## src/logic/cpuPkg.sv

```systemverilog
package cpuPkg;

    // ~~~~~~~~~~~~~~~~~~~~~~~~~~~~~~
    // bus widths
    // ~~~~~~~~~~~~~~~~~~~~~~~~~~~~~~

    typedef logic [7:0]  byteT;
    typedef logic [15:0] addrT;

    localparam addrT RESET_VECTOR = 16'hFFFC; // low byte of the start address.

    // ~~~~~~~~~~~~~~~~~~~~~~~~~~~~~~
    // instruction decode
    // ~~~~~~~~~~~~~~~~~~~~~~~~~~~~~~

    typedef enum logic [3:0] {
        opLda,
        opSta,
        opAdc,
        opAnd,
        opOra,
        opEor,
        opJmp,
        opBeq,
        opBne,
        opClc,
        opSec,
        opNop,
        opIllegal
    } opClassT;

    typedef enum logic [1:0] {
        modeImplied,
        modeImmediate,
        modeAbsolute,
        modeRelative
    } addrModeT;

    // ~~~~~~~~~~~~~~~~~~~~~~~~~~~~~~
    // control
    // ~~~~~~~~~~~~~~~~~~~~~~~~~~~~~~

    typedef enum logic [2:0] {
        stReset0,
        stReset1,
        stFetch,
        stOperandLow,
        stOperandHigh,
        stExecute,
        stBranchAdd,
        stBranchFix
    } seqStateT;

    typedef enum logic [2:0] {
        aluPass,
        aluAdc,
        aluAnd,
        aluOra,
        aluEor
    } aluOpT;

endpackage

```

## src/logic/cpuCtrlIf.sv

```systemverilog
interface cpuCtrlIf;
    logic          loadOpcode;
    logic          loadOperandLow;
    logic          loadOperandHigh;
    logic          pcIncrement;
    logic          pcLoadAbsolute;
    logic          pcLoadBranch;
    logic          addrFromPc;
    logic          addrFromOperand;
    logic          addrFromVector;
    logic          vectorHigh;
    logic          loadAccumulator;
    cpuPkg::aluOpT aluOp;
    logic          setCarry;
    logic          clearCarry;
    logic          writeAccumulator;

    logic          zeroFlag;
    logic          branchPageCross; // target lies on another page.
    logic          branchBackward;

    modport seq (
        output loadOpcode, loadOperandLow, loadOperandHigh, pcIncrement, pcLoadAbsolute,
        output pcLoadBranch, addrFromPc, addrFromOperand, addrFromVector, vectorHigh,
        output loadAccumulator, aluOp, setCarry, clearCarry, writeAccumulator,
        input  zeroFlag, branchPageCross, branchBackward
    );

    modport path (
        input  loadOpcode, loadOperandLow, loadOperandHigh, pcIncrement, pcLoadAbsolute,
        input  pcLoadBranch, addrFromPc, addrFromOperand, addrFromVector, vectorHigh,
        input  loadAccumulator, aluOp, setCarry, clearCarry, writeAccumulator,
        output zeroFlag, branchPageCross, branchBackward
    );
endinterface

```

## src/logic/busPacer.sv

```systemverilog
module busPacer #(
    parameter int BUS_DIVIDE = 2
) (
    input  logic clk,
    input  logic rstN,
    input  logic ready,
    output logic step
);
    localparam int COUNT_W = (BUS_DIVIDE > 1) ? $clog2(BUS_DIVIDE) : 1;
    localparam logic [COUNT_W-1:0] LAST_COUNT = COUNT_W'(BUS_DIVIDE - 1);

    logic [COUNT_W-1:0] count;
    logic               terminal;

    assign terminal = (count == LAST_COUNT);

    always_ff @(posedge clk) begin
        if (!rstN) begin
            count <= '0;
        end else if (terminal) begin
            count <= '0;
        end else begin
            count <= count + 1'b1; // free running, ready does not hold it.
        end
    end

    // a bus cycle completes only on the slow pulse with the memory ready.
    assign step = terminal & ready;

endmodule

```

## src/logic/cpuTop.sv

```systemverilog
module cpuTop #(
    parameter int BUS_DIVIDE = 2
) (
    input  logic         clk,
    input  logic         rstN,
    input  cpuPkg::byteT dataIn,
    input  logic         ready,
    output cpuPkg::addrT address,
    output cpuPkg::byteT dataOut,
    output logic         readNotWrite,
    output logic         sync
);
    logic             step;
    cpuPkg::byteT     opcode;
    cpuPkg::opClassT  opClass;
    cpuPkg::addrModeT addrMode;

    cpuCtrlIf ctrlBus ();

    busPacer #(
        .BUS_DIVIDE(BUS_DIVIDE)
    ) u_busPacer (
        .clk  (clk),
        .rstN (rstN),
        .ready(ready),
        .step (step)
    );

    opcodeDecoder u_opcodeDecoder (
        .opcode  (opcode),
        .opClass (opClass),
        .addrMode(addrMode)
    );

    cycleSequencer u_cycleSequencer (
        .clk         (clk),
        .rstN        (rstN),
        .step        (step),
        .opcode      (opcode),
        .opClass     (opClass),
        .addrMode    (addrMode),
        .ctrl        (ctrlBus.seq),
        .readNotWrite(readNotWrite),
        .sync        (sync)
    );

    dataflow u_dataflow (
        .clk    (clk),
        .rstN   (rstN),
        .step   (step),
        .ctrl   (ctrlBus.path),
        .dataIn (dataIn),
        .dataOut(dataOut),
        .address(address),
        .opcode (opcode)
    );

endmodule

```

## src/logic/cycleSequencer.sv

```systemverilog
module cycleSequencer (
    input  logic             clk,
    input  logic             rstN,
    input  logic             step,
    input  cpuPkg::byteT     opcode,
    input  cpuPkg::opClassT  opClass,
    input  cpuPkg::addrModeT addrMode,
    cpuCtrlIf.seq            ctrl,
    output logic             readNotWrite,
    output logic             sync
);
    cpuPkg::seqStateT state;
    cpuPkg::seqStateT nextState;
    cpuPkg::aluOpT    groupOneOp;
    logic             branchTaken;

    always_ff @(posedge clk) begin
        if (!rstN) begin
            state <= cpuPkg::stReset0;
        end else if (step) begin
            state <= nextState;
        end
    end

    // the aaa field of the group one opcodes picks the alu function.
    always_comb begin
        case (opcode[7:5])
            3'b000:  groupOneOp = cpuPkg::aluOra;
            3'b001:  groupOneOp = cpuPkg::aluAnd;
            3'b010:  groupOneOp = cpuPkg::aluEor;
            3'b011:  groupOneOp = cpuPkg::aluAdc;
            default: groupOneOp = cpuPkg::aluPass; // lda.
        endcase
    end

    assign branchTaken = ((opClass == cpuPkg::opBeq) && ctrl.zeroFlag) ||
                         ((opClass == cpuPkg::opBne) && !ctrl.zeroFlag);

    // ~~~~~~~~~~~~~~~~~~~~~~~~~~~~~~
    // per state control
    // ~~~~~~~~~~~~~~~~~~~~~~~~~~~~~~

    always_comb begin
        nextState             = state;
        ctrl.loadOpcode       = 1'b0;
        ctrl.loadOperandLow   = 1'b0;
        ctrl.loadOperandHigh  = 1'b0;
        ctrl.pcIncrement      = 1'b0;
        ctrl.pcLoadAbsolute   = 1'b0;
        ctrl.pcLoadBranch     = 1'b0;
        ctrl.addrFromPc       = 1'b0;
        ctrl.addrFromOperand  = 1'b0;
        ctrl.addrFromVector   = 1'b0;
        ctrl.vectorHigh       = 1'b0;
        ctrl.loadAccumulator  = 1'b0;
        ctrl.aluOp            = groupOneOp;
        ctrl.setCarry         = 1'b0;
        ctrl.clearCarry       = 1'b0;
        ctrl.writeAccumulator = 1'b0;

        case (state)
            cpuPkg::stReset0: begin
                ctrl.addrFromVector = 1'b1;
                ctrl.loadOperandLow = 1'b1; // low byte of the start address.
                nextState           = cpuPkg::stReset1;
            end
            cpuPkg::stReset1: begin
                ctrl.addrFromVector = 1'b1;
                ctrl.vectorHigh     = 1'b1;
                ctrl.pcLoadAbsolute = 1'b1;
                nextState           = cpuPkg::stFetch;
            end
            cpuPkg::stFetch: begin
                ctrl.addrFromPc  = 1'b1;
                ctrl.loadOpcode  = 1'b1;
                ctrl.pcIncrement = 1'b1;
                nextState        = cpuPkg::stOperandLow;
            end
            cpuPkg::stOperandLow: begin
                ctrl.addrFromPc = 1'b1;
                nextState       = cpuPkg::stFetch;
                case (addrMode)
                    cpuPkg::modeImmediate: begin
                        ctrl.loadAccumulator = 1'b1;
                        ctrl.pcIncrement     = 1'b1;
                    end
                    cpuPkg::modeAbsolute: begin
                        ctrl.loadOperandLow = 1'b1;
                        ctrl.pcIncrement    = 1'b1;
                        nextState           = cpuPkg::stOperandHigh;
                    end
                    cpuPkg::modeRelative: begin
                        ctrl.loadOperandLow = 1'b1; // the signed offset.
                        ctrl.pcIncrement    = 1'b1;
                        if (branchTaken) begin
                            nextState = cpuPkg::stBranchAdd;
                        end
                    end
                    default: begin
                        // Implied ops spend this cycle on a dummy read.
                        ctrl.setCarry   = (opClass == cpuPkg::opSec);
                        ctrl.clearCarry = (opClass == cpuPkg::opClc);
                    end
                endcase
            end
            cpuPkg::stOperandHigh: begin
                ctrl.addrFromPc = 1'b1;
                if (opClass == cpuPkg::opJmp) begin
                    ctrl.pcLoadAbsolute = 1'b1;
                    nextState           = cpuPkg::stFetch;
                end else begin
                    ctrl.loadOperandHigh = 1'b1;
                    ctrl.pcIncrement     = 1'b1;
                    nextState            = cpuPkg::stExecute;
                end
            end
            cpuPkg::stExecute: begin
                ctrl.addrFromOperand = 1'b1;
                if (opClass == cpuPkg::opSta) begin
                    ctrl.writeAccumulator = 1'b1;
                end else begin
                    ctrl.loadAccumulator = 1'b1;
                end
                nextState = cpuPkg::stFetch;
            end
            cpuPkg::stBranchAdd: begin
                ctrl.addrFromPc   = 1'b1;
                ctrl.pcLoadBranch = 1'b1;
                nextState = ctrl.branchPageCross ? cpuPkg::stBranchFix : cpuPkg::stFetch;
            end
            cpuPkg::stBranchFix: begin
                ctrl.addrFromPc   = 1'b1;
                ctrl.pcLoadBranch = 1'b1; // second pass corrects the high byte.
                nextState         = cpuPkg::stFetch;
            end
            default: begin
                nextState = cpuPkg::stReset0;
            end
        endcase
    end

    assign readNotWrite = ~ctrl.writeAccumulator;
    assign sync         = (state == cpuPkg::stFetch);

endmodule

```

## src/logic/dataflow.sv

```systemverilog
module dataflow (
    input  logic         clk,
    input  logic         rstN,
    input  logic         step,
    cpuCtrlIf.path       ctrl,
    input  cpuPkg::byteT dataIn,
    output cpuPkg::byteT dataOut,
    output cpuPkg::addrT address,
    output cpuPkg::byteT opcode
);
    cpuPkg::addrT pc;
    cpuPkg::byteT opcodeReg;
    cpuPkg::byteT operandLow;
    cpuPkg::byteT operandHigh;
    cpuPkg::byteT accumulator;
    logic         negativeFlag;
    logic         zeroReg;
    logic         carryFlag;

    cpuPkg::byteT aluResult;
    logic [8:0]   adcSum;
    logic [8:0]   branchLowSum;
    logic         fixPending;
    cpuPkg::addrT operandAddress;
    cpuPkg::addrT vectorAddress;

    // ~~~~~~~~~~~~~~~~~~~~~~~~~~~~~~
    // address and data bus
    // ~~~~~~~~~~~~~~~~~~~~~~~~~~~~~~

    assign operandAddress = {operandHigh, operandLow};
    assign vectorAddress  = {cpuPkg::RESET_VECTOR[15:1], ctrl.vectorHigh};

    assign address = ({16{ctrl.addrFromPc}}      & pc) |
                     ({16{ctrl.addrFromOperand}} & operandAddress) |
                     ({16{ctrl.addrFromVector}}  & vectorAddress);

    assign dataOut = ctrl.writeAccumulator ? accumulator : 8'h00;
    assign opcode  = opcodeReg;

    // ~~~~~~~~~~~~~~~~~~~~~~~~~~~~~~
    // alu
    // ~~~~~~~~~~~~~~~~~~~~~~~~~~~~~~

    assign adcSum = {1'b0, accumulator} + {1'b0, dataIn} + {8'h00, carryFlag};

    always_comb begin
        case (ctrl.aluOp)
            cpuPkg::aluAdc: aluResult = adcSum[7:0];
            cpuPkg::aluAnd: aluResult = accumulator & dataIn;
            cpuPkg::aluOra: aluResult = accumulator | dataIn;
            cpuPkg::aluEor: aluResult = accumulator ^ dataIn;
            default:        aluResult = dataIn;
        endcase
    end

    always_ff @(posedge clk) begin
        if (step && ctrl.loadAccumulator) begin
            accumulator  <= aluResult;
            negativeFlag <= aluResult[7];
            zeroReg      <= (aluResult == 8'h00);
        end
        if (step) begin
            if (ctrl.loadAccumulator && (ctrl.aluOp == cpuPkg::aluAdc)) begin
                carryFlag <= adcSum[8];
            end else if (ctrl.setCarry) begin
                carryFlag <= 1'b1;
            end else if (ctrl.clearCarry) begin
                carryFlag <= 1'b0;
            end
        end
    end

    assign ctrl.zeroFlag = zeroReg;

    // ~~~~~~~~~~~~~~~~~~~~~~~~~~~~~~
    // program counter and latches
    // ~~~~~~~~~~~~~~~~~~~~~~~~~~~~~~

    // The offset goes onto the low byte only; a carry or borrow out of it
    // means the high byte is fixed up one step later.
    assign branchLowSum         = {1'b0, pc[7:0]} + {1'b0, operandLow};
    assign ctrl.branchBackward  = operandLow[7];
    assign ctrl.branchPageCross = operandLow[7] ? ~branchLowSum[8] : branchLowSum[8];

    always_ff @(posedge clk) begin
        if (!rstN) begin
            fixPending <= 1'b0;
        end else if (step && ctrl.pcLoadBranch) begin
            fixPending <= !fixPending && ctrl.branchPageCross;
        end
    end

    always_ff @(posedge clk) begin
        if (step) begin
            if (ctrl.pcLoadAbsolute) begin
                pc <= {dataIn, operandLow};
            end else if (ctrl.pcLoadBranch) begin
                if (fixPending) begin
                    pc[15:8] <= ctrl.branchBackward ? pc[15:8] - 8'd1 : pc[15:8] + 8'd1;
                end else begin
                    pc[7:0] <= branchLowSum[7:0];
                end
            end else if (ctrl.pcIncrement) begin
                pc <= pc + 16'd1;
            end
            if (ctrl.loadOpcode) begin
                opcodeReg <= dataIn;
            end
            if (ctrl.loadOperandLow) begin
                operandLow <= dataIn;
            end
            if (ctrl.loadOperandHigh) begin
                operandHigh <= dataIn;
            end
        end
    end

endmodule

```

## src/logic/opcodeDecoder.sv

```systemverilog
module opcodeDecoder (
    input  cpuPkg::byteT     opcode,
    output cpuPkg::opClassT  opClass,
    output cpuPkg::addrModeT addrMode
);
    always_comb begin
        case (opcode)
            8'hA9: begin
                opClass  = cpuPkg::opLda;
                addrMode = cpuPkg::modeImmediate;
            end
            8'hAD: begin
                opClass  = cpuPkg::opLda;
                addrMode = cpuPkg::modeAbsolute;
            end
            8'h8D: begin
                opClass  = cpuPkg::opSta;
                addrMode = cpuPkg::modeAbsolute;
            end
            8'h69: begin
                opClass  = cpuPkg::opAdc;
                addrMode = cpuPkg::modeImmediate;
            end
            8'h29: begin
                opClass  = cpuPkg::opAnd;
                addrMode = cpuPkg::modeImmediate;
            end
            8'h09: begin
                opClass  = cpuPkg::opOra;
                addrMode = cpuPkg::modeImmediate;
            end
            8'h49: begin
                opClass  = cpuPkg::opEor;
                addrMode = cpuPkg::modeImmediate;
            end
            8'h4C: begin
                opClass  = cpuPkg::opJmp;
                addrMode = cpuPkg::modeAbsolute;
            end
            8'hF0: begin
                opClass  = cpuPkg::opBeq;
                addrMode = cpuPkg::modeRelative;
            end
            8'hD0: begin
                opClass  = cpuPkg::opBne;
                addrMode = cpuPkg::modeRelative;
            end
            8'h18: begin
                opClass  = cpuPkg::opClc;
                addrMode = cpuPkg::modeImplied;
            end
            8'h38: begin
                opClass  = cpuPkg::opSec;
                addrMode = cpuPkg::modeImplied;
            end
            8'hEA: begin
                opClass  = cpuPkg::opNop;
                addrMode = cpuPkg::modeImplied;
            end
            default: begin
                opClass  = cpuPkg::opIllegal; // runs as a two cycle nop.
                addrMode = cpuPkg::modeImplied;
            end
        endcase
    end

endmodule

```

## config.mk

```make
export PLATFORM = sky130hd
export DESIGN_NAME = cpuTop
export DESIGN_NICKNAME = d
export VERILOG_FILES = /design/src/logic/cpuPkg.sv /design/src/logic/cpuCtrlIf.sv /design/src/logic/busPacer.sv /design/src/logic/cpuTop.sv /design/src/logic/cycleSequencer.sv /design/src/logic/dataflow.sv /design/src/logic/opcodeDecoder.sv
export SDC_FILE = /design/constraint.sdc
export NUM_CORES = 1
export LEC_CHECK = 0
export ABC_CLOCK_PERIOD_IN_PS = 3100
export BUFFER_PORTS_ARGS = -buffer_cell sky130_fd_sc_hd__buf_2
export CAP_MARGIN = 25
export CORE_ASPECT_RATIO = 0.9
export CORE_MARGIN = 2
export CORE_UTILIZATION = 60
export CTS_CLUSTER_SIZE = 10
export DETAILED_ROUTE_END_ITERATION = 8
export MAX_ROUTING_LAYER = met4
export PLACE_DENSITY_LB_ADDON = 0.08
export SLEW_MARGIN = 20
export SYNTH_ARGS = -nofsm -noshare
export SYNTH_HDL_FRONTEND = slang
export SYNTH_SLANG_ARGS = --single-unit
```

## constraint.sdc

```tcl
create_clock -name clk -period 3.1 [get_ports clk]
set_input_delay 0.62 -clock clk [delete_from_list [all_inputs] [get_ports clk]]
set_output_delay 0.62 -clock clk [all_outputs]
set_load 0.02 [all_outputs]
```

# After elaboration in Yosys (flattened, before gate mapping)
# Index checks and enable logic that the tools add are counted.
[word_totals]
output_inout_bits = 26
elab_cells = 142
regBits = 55
[classes]
reduce_logical = 31
n_eq_ne = 38
addsub = 7
n_mux = 43
n_bitwise = 12
[op_table]
columns = ["operator", "count"]
rows = [
  ["16-bit AND", 3],
  ["8-bit == test (second input constant)", 6],
  ["16-bit 2-to-1 mux", 3],
  ["4-bit case mux with 12 select lines", 1],
  ["8-bit 2-to-1 mux", 4],
  ["16-bit bitwise OR", 2],
  ["8-bit case mux with 4 select lines", 1],
  ["8-bit by 7-bit == test with 1-bit output (second input constant)", 3],
  ["1-bit 2-to-1 mux", 23],
  ["8-bit by 8-bit adder with 9-bit output", 2],
  ["3-bit by 2-bit == test with 1-bit output (second input constant)", 6],
  ["3-bit case mux with 6 select lines", 1],
  ["16-bit by 1-bit adder with 16-bit output (second input constant)", 1],
  ["8-bit by 6-bit == test with 1-bit output (second input constant)", 2],
  ["3-bit == test (second input constant)", 5],
  ["4-bit == test (second input constant)", 3],
  ["3-bit case mux with 4 select lines", 1],
  ["2-bit OR reduction", 6],
  ["5-bit OR reduction", 2],
  ["9-bit by 1-bit adder with 9-bit output", 1],
  ["3-bit by 1-bit == test with 1-bit output (second input constant)", 3],
  ["3-bit 2-to-1 mux", 3],
  ["3-bit OR reduction", 3],
  ["8-bit by 1-bit adder with 8-bit output (second input constant)", 1],
  ["other kinds (26)", 45],
]

# Logic depth before layout (Yosys ltp)
[logic_depth]
word_depth = 10
mapped_depth = 9

# By module
# From an unflattened synthesis, not the netlist that was laid out.
[hier_totals]
cells_unflattened = 518
hier_area_um2 = 4664.5
[modules_own_cells]
columns = ["mod", "cells_each", "area_each_um2", "seq_area_each_um2", "instances"]
rows = [
  ["dataflow", 414, 3931.3, 1521.5, 1],
  ["cycleSequencer", 60, 409.1, 60.1, 1],
  ["opcodeDecoder", 41, 287.8, 0.0, 1],
  ["busPacer", 3, 36.3, 20.0, 1],
]

# Worst setup path after synthesis
# No wires, ideal clock.
[synth_timing]
path_type = "input port to flip-flop"
start = "input dataIn[0]"
end = "register u_dataflow.zeroReg, in the netlist u_dataflow.ctrl.zeroFlag (data pin)"
t_required_ns = 2.931
t_arrival_ns = 2.329
stages = 9
setup_time_ns = 0.169
slack_ns = 0.602
n_path_buf = 0
path_cell_list = "fa_1 inv_1 fa_1 nand2b_1 a21oi_1 mux2i_1 o31a_1 nor4_1 nor4b_2"
[synth_between]
elab_chain_len = 4
[synth_lines]
columns = ["item", "line", "rtl"]
rows = [
  ["from (decl)", "cpuTop.sv:6", "input cpuPkg::byteT dataIn,"],
  ["8-bit by 8-bit adder with 9-bit output", "dataflow.sv:45", "assign adcSum = {1'b0, accumulator} + {1'b0, dataIn} + {8'h00, carryFlag};"],
  ["9-bit by 1-bit adder with 9-bit output", "dataflow.sv:45", ""],
  ["8-bit case mux with 4 select lines", "dataflow.sv:48", "case (ctrl.aluOp)"],
  ["named net u_dataflow.aluResult[4]", "dataflow.sv:20", "cpuPkg::byteT aluResult;"],
  ["8-bit logical NOT", "dataflow.sv:61", "zeroReg <= (aluResult == 8'h00);"],
  ["to (signal assigned)", "dataflow.sv:61", ""],
  ["to (decl)", "dataflow.sv:17", "logic zeroReg;"],
]
# The timed path passes the listed nets, and every way through them passes these cells.
# A chain may end at the register's enable or synchronous reset.

# Worst setup path in the final report
[layout_timing]
start = "register u_dataflow.opcodeReg[1], in the netlist u_dataflow.opcode[1]"
end = "output dataOut[5]"
[layout_between]
elab_chain_len = 7
[layout_lines]
columns = ["item", "line", "rtl"]
rows = [
  ["from (decl)", "dataflow.sv:12", "cpuPkg::byteT opcodeReg;"],
  ["from (signal assigned)", "dataflow.sv:108", "opcodeReg <= dataIn;"],
  ["8-bit == test", "opcodeDecoder.sv:7", "case (opcode)"],
  ["2-bit OR reduction (no source line)", "n/a", ""],
  ["4-bit case mux with 12 select lines (*)", "opcodeDecoder.sv:7", ""],
  ["4-bit by 1-bit == test with 1-bit output (*)", "cycleSequencer.sv:119", "if (opClass == cpuPkg::opSta) begin"],
  ["1-bit 2-to-1 mux (*)", "cycleSequencer.sv:119", ""],
  ["1-bit 2-to-1 mux (*)", "cycleSequencer.sv:61", "case (state)"],
  ["8-bit 2-to-1 mux (*)", "dataflow.sv:38", "assign dataOut = ctrl.writeAccumulator ? accumulator : 8'h00;"],
  ["to (decl)", "cpuTop.sv:9", "output cpuPkg::byteT dataOut,"],
]
# Every way passes the cells marked *; elsewhere a longest branch is shown, timed or not.

==> run metrics <==
status=finished, final reports clean; final hold violations=0; Post-Layout Inst Area=between 0.004 and 0.005 sq mm; Setup crit end kind=primary output; Post-DP Area=0.004842 sq mm; Worst-Skew Late Latency=0.32 ns; clock skew=0.01427 ns; clk sinks=55; I/O Pins=37; number of synthesized flops with an enable pin=50; DR vias=just over 4,000; H-tree levels=2; crit path max-delay cell type=edfxtp_1; Critical Path Max Stage Delay=around 0.47 ns; first-pass GRT wire length=roughly 19,000 microns; share of cells above drive strength 1=13.04%; die boundary width=95.73 microns; synthesized area per cell=8.839 sq um; GP Congestion=0.9860; remaining routing DRC violations=0; Synth-to-Final Area Change=9.997%; DIE HEIGHT=86.55 microns; grt ovf=0; GRT Total Usage=30.47%; fin util=67.24%; drt total wl=12,010 microns; Synth Flop Type=edfxtp_1; CP Launch Type=flop; Mapped Nets=560; final setup fails=0; Max-Slew Margin vs Limit=50.39%; final antenna-violating net count=0; drt first pass iters=5; peak supply drop=roughly 0.00017 V; antenna violations before repair=0; Design Power=1.636 mW; Resized cells post-CTS=0; Cell Pwr Density=327.3 mW/mm^2; Via density=6.370; fraction of registers with async set or reset after synthesis=0%; ant diodes=0; Worst Path Buf+Inv=2; PortBufs=36; most frequently used cell type in the post-synthesis netlist=edfxtp_1; TritonCTS Buffers=5; unique cell type count in the Yosys netlist=67; vias in the first global route=3,778; Critical Path RT=2.48 ns; kind of critical path=flop to primary output; Max FO, Critical Path=9; delay-heaviest family, CP=simple AND/OR/NAND/NOR gates; unrepaired setup endpoints after global routing=false; Setup TNS Final=0 ns; mapped cell area=between 0.004 and 0.005 sq mm; Core Box Area=0.007432 sq mm; Nets=roughly 600; DR WL/cell=18.53 microns; part of the cycle the worst path needs=92.42%; Max-Cap Viols=0; cells after synthesis=roughly 510; HPWL after DPL=a little under 9000 microns; pre-CTS setup slack=between 0.2 and 0.3 ns; fin. max-slew vios=0; setup slack after layout=~0.23 ns; maximum root-to-sink buffer count=2; clock-pin transition on the worst setup and hold timing paths=0.09 ns; synth cell count leaders=50 x edfxtp_1, 47 x nor2_1, 39 x a21oi_1; 1st-iter DRT viols=around 320; CP cell instances=and4bb_2, nand2_1, nor3_1, clkinv_1, nor2_1, buf_2; fmax=349.0 MHz; Seq cells post-synth=55; die area=0.008285 sq mm; Tightest Pin Transition=about 0.74 ns; top post-synthesis cells by area=edfxtp_1 33%, ha_1 8.5%, a21oi_1 4.3%, nor2_1 3.9%, nand2_1 3.1%; min-delay worst type=flop to flop; YS warnings=0; Root Driver=clkbuf_8; CTS tree=done; Synth top area share=roughly a third; Static Leak=1.977 nW; sequential-to-total area share from yosys stat=35.25%; largest net degree at the start of global routing=25; initial core utilization=between 60% and 70%; arrival time at the worst endpoint=roughly 2.3 ns; # rows=30; minimum clock period=roughly 2.9 ns; Synth area leader=edfxtp_1
[repair_timing]
item / in CTS / in global routing
hold endpoints to repair: 0 / 0
setup buffers: 0 / 3
setup endpoints to repair: 0 / 1
hold buffers: 0 / 0
[cells in the final DEF, fill, tap and decap left out, drive strengths merged, types with 5 or more instances in the layout]
cell type  synthesis  final
o22ai             20     20
nor2b             17     17
dfxtp              5      5
clkbuf            12      6
inv               34     34
xor2              12     12
a211oi             6      6
o211ai             7      7
o21ai             28     28
mux2i              6      6
nor3              14     14
and3b              5      5
nor2              47     47
xnor2             11     11
ha                31     31
nand2b            15     15
a22oi              5      5
and2               6      6
buf               10     52
edfxtp            50     50
a21oi             40     40
o21a               8      8
and3               5      5
nand3             11     11
nand2             38     38
[logic make-up (layout without fill, tap and decap cells)]
kind of cell	Yosys count	after routing	synth area share (%)
AOI/OAI and AO/OA	150	150	21.37
buffers and inverters	57	95	5.067
and+or+nand+nor	187	187	22.00
DFF	55	55	35.25
xor gates and xnor gates	23	23	4.434
adders and majority gates	35	35	10.30
muxes	7	7	1.570
[final cells by class]
cell class,instances,area [sq um]
clock buffers,6,72.57
clock inverters,2,60.06
fillers,625,2435
inverters,35,131.4
multi-input cells,402,2711
flip-flops and latches,55,1602
well taps,96,120.1
repair buffers,52,300.3
[final timing paths]
path                             start                   endpoint  slack [ns]  cells after the start
setup reg to reg      u_dataflow.pc[0]  u_cycleSequencer.state[2]        0.54                      9
setup / recovery  u_dataflow.opcode[1]                 dataOut[5]        0.23                      6
hold / removal        u_busPacer.count           u_busPacer.count        0.44                      1
hold reg to reg       u_busPacer.count           u_busPacer.count        0.44                      1
[routing by layer]
metal,routed length [microns],track usage [%]
met1,5267,41.92
met5,0,-
met4,267,9.870
met3,810,3.304
met2,5659,47.49
[worst register-to-register path: stages (launching register included)]
cell and delay [ns]:
edfxtp_1 0.47, ha_1 0.22, inv_1 0.06, fa_1 0.41, nand2b_1 0.22, a21oi_1 0.26
o22ai_1 0.13, xnor2_1 0.32, a21oi_1 0.17, a31oi_1 0.21
[power by group]
group,switching (mW),internal (mW)
combinational,0.137,0.0863
clock,0.254,0.323
sequential,0.0160,0.820
total,0.406,1.23
[registers in the layout, summed over array words and instances, names as in the netlist]
name	cells
u_busPacer.count	1
u_cycleSequencer.state	3
u_dataflow.accumulator	8
u_dataflow.carryFlag	1
u_dataflow.ctrl.zeroFlag	1
u_dataflow.fixPending	1
u_dataflow.opcode	8
u_dataflow.operandHigh	8
u_dataflow.operandLow	8
u_dataflow.pc	16
[through the flow]
step / cells / hold slack (ns)
3_5_place_dp: 637 / 0.4328
5_1_grt: 648 / 0.4670
6_report: 648 / 0.4427
4_1_cts: 645 / 0.4484
3_3_place_gp: 637 / 0.4148
2_1_floorplan: 514 / 0.4055
Power figures use the tool's default switching activity.
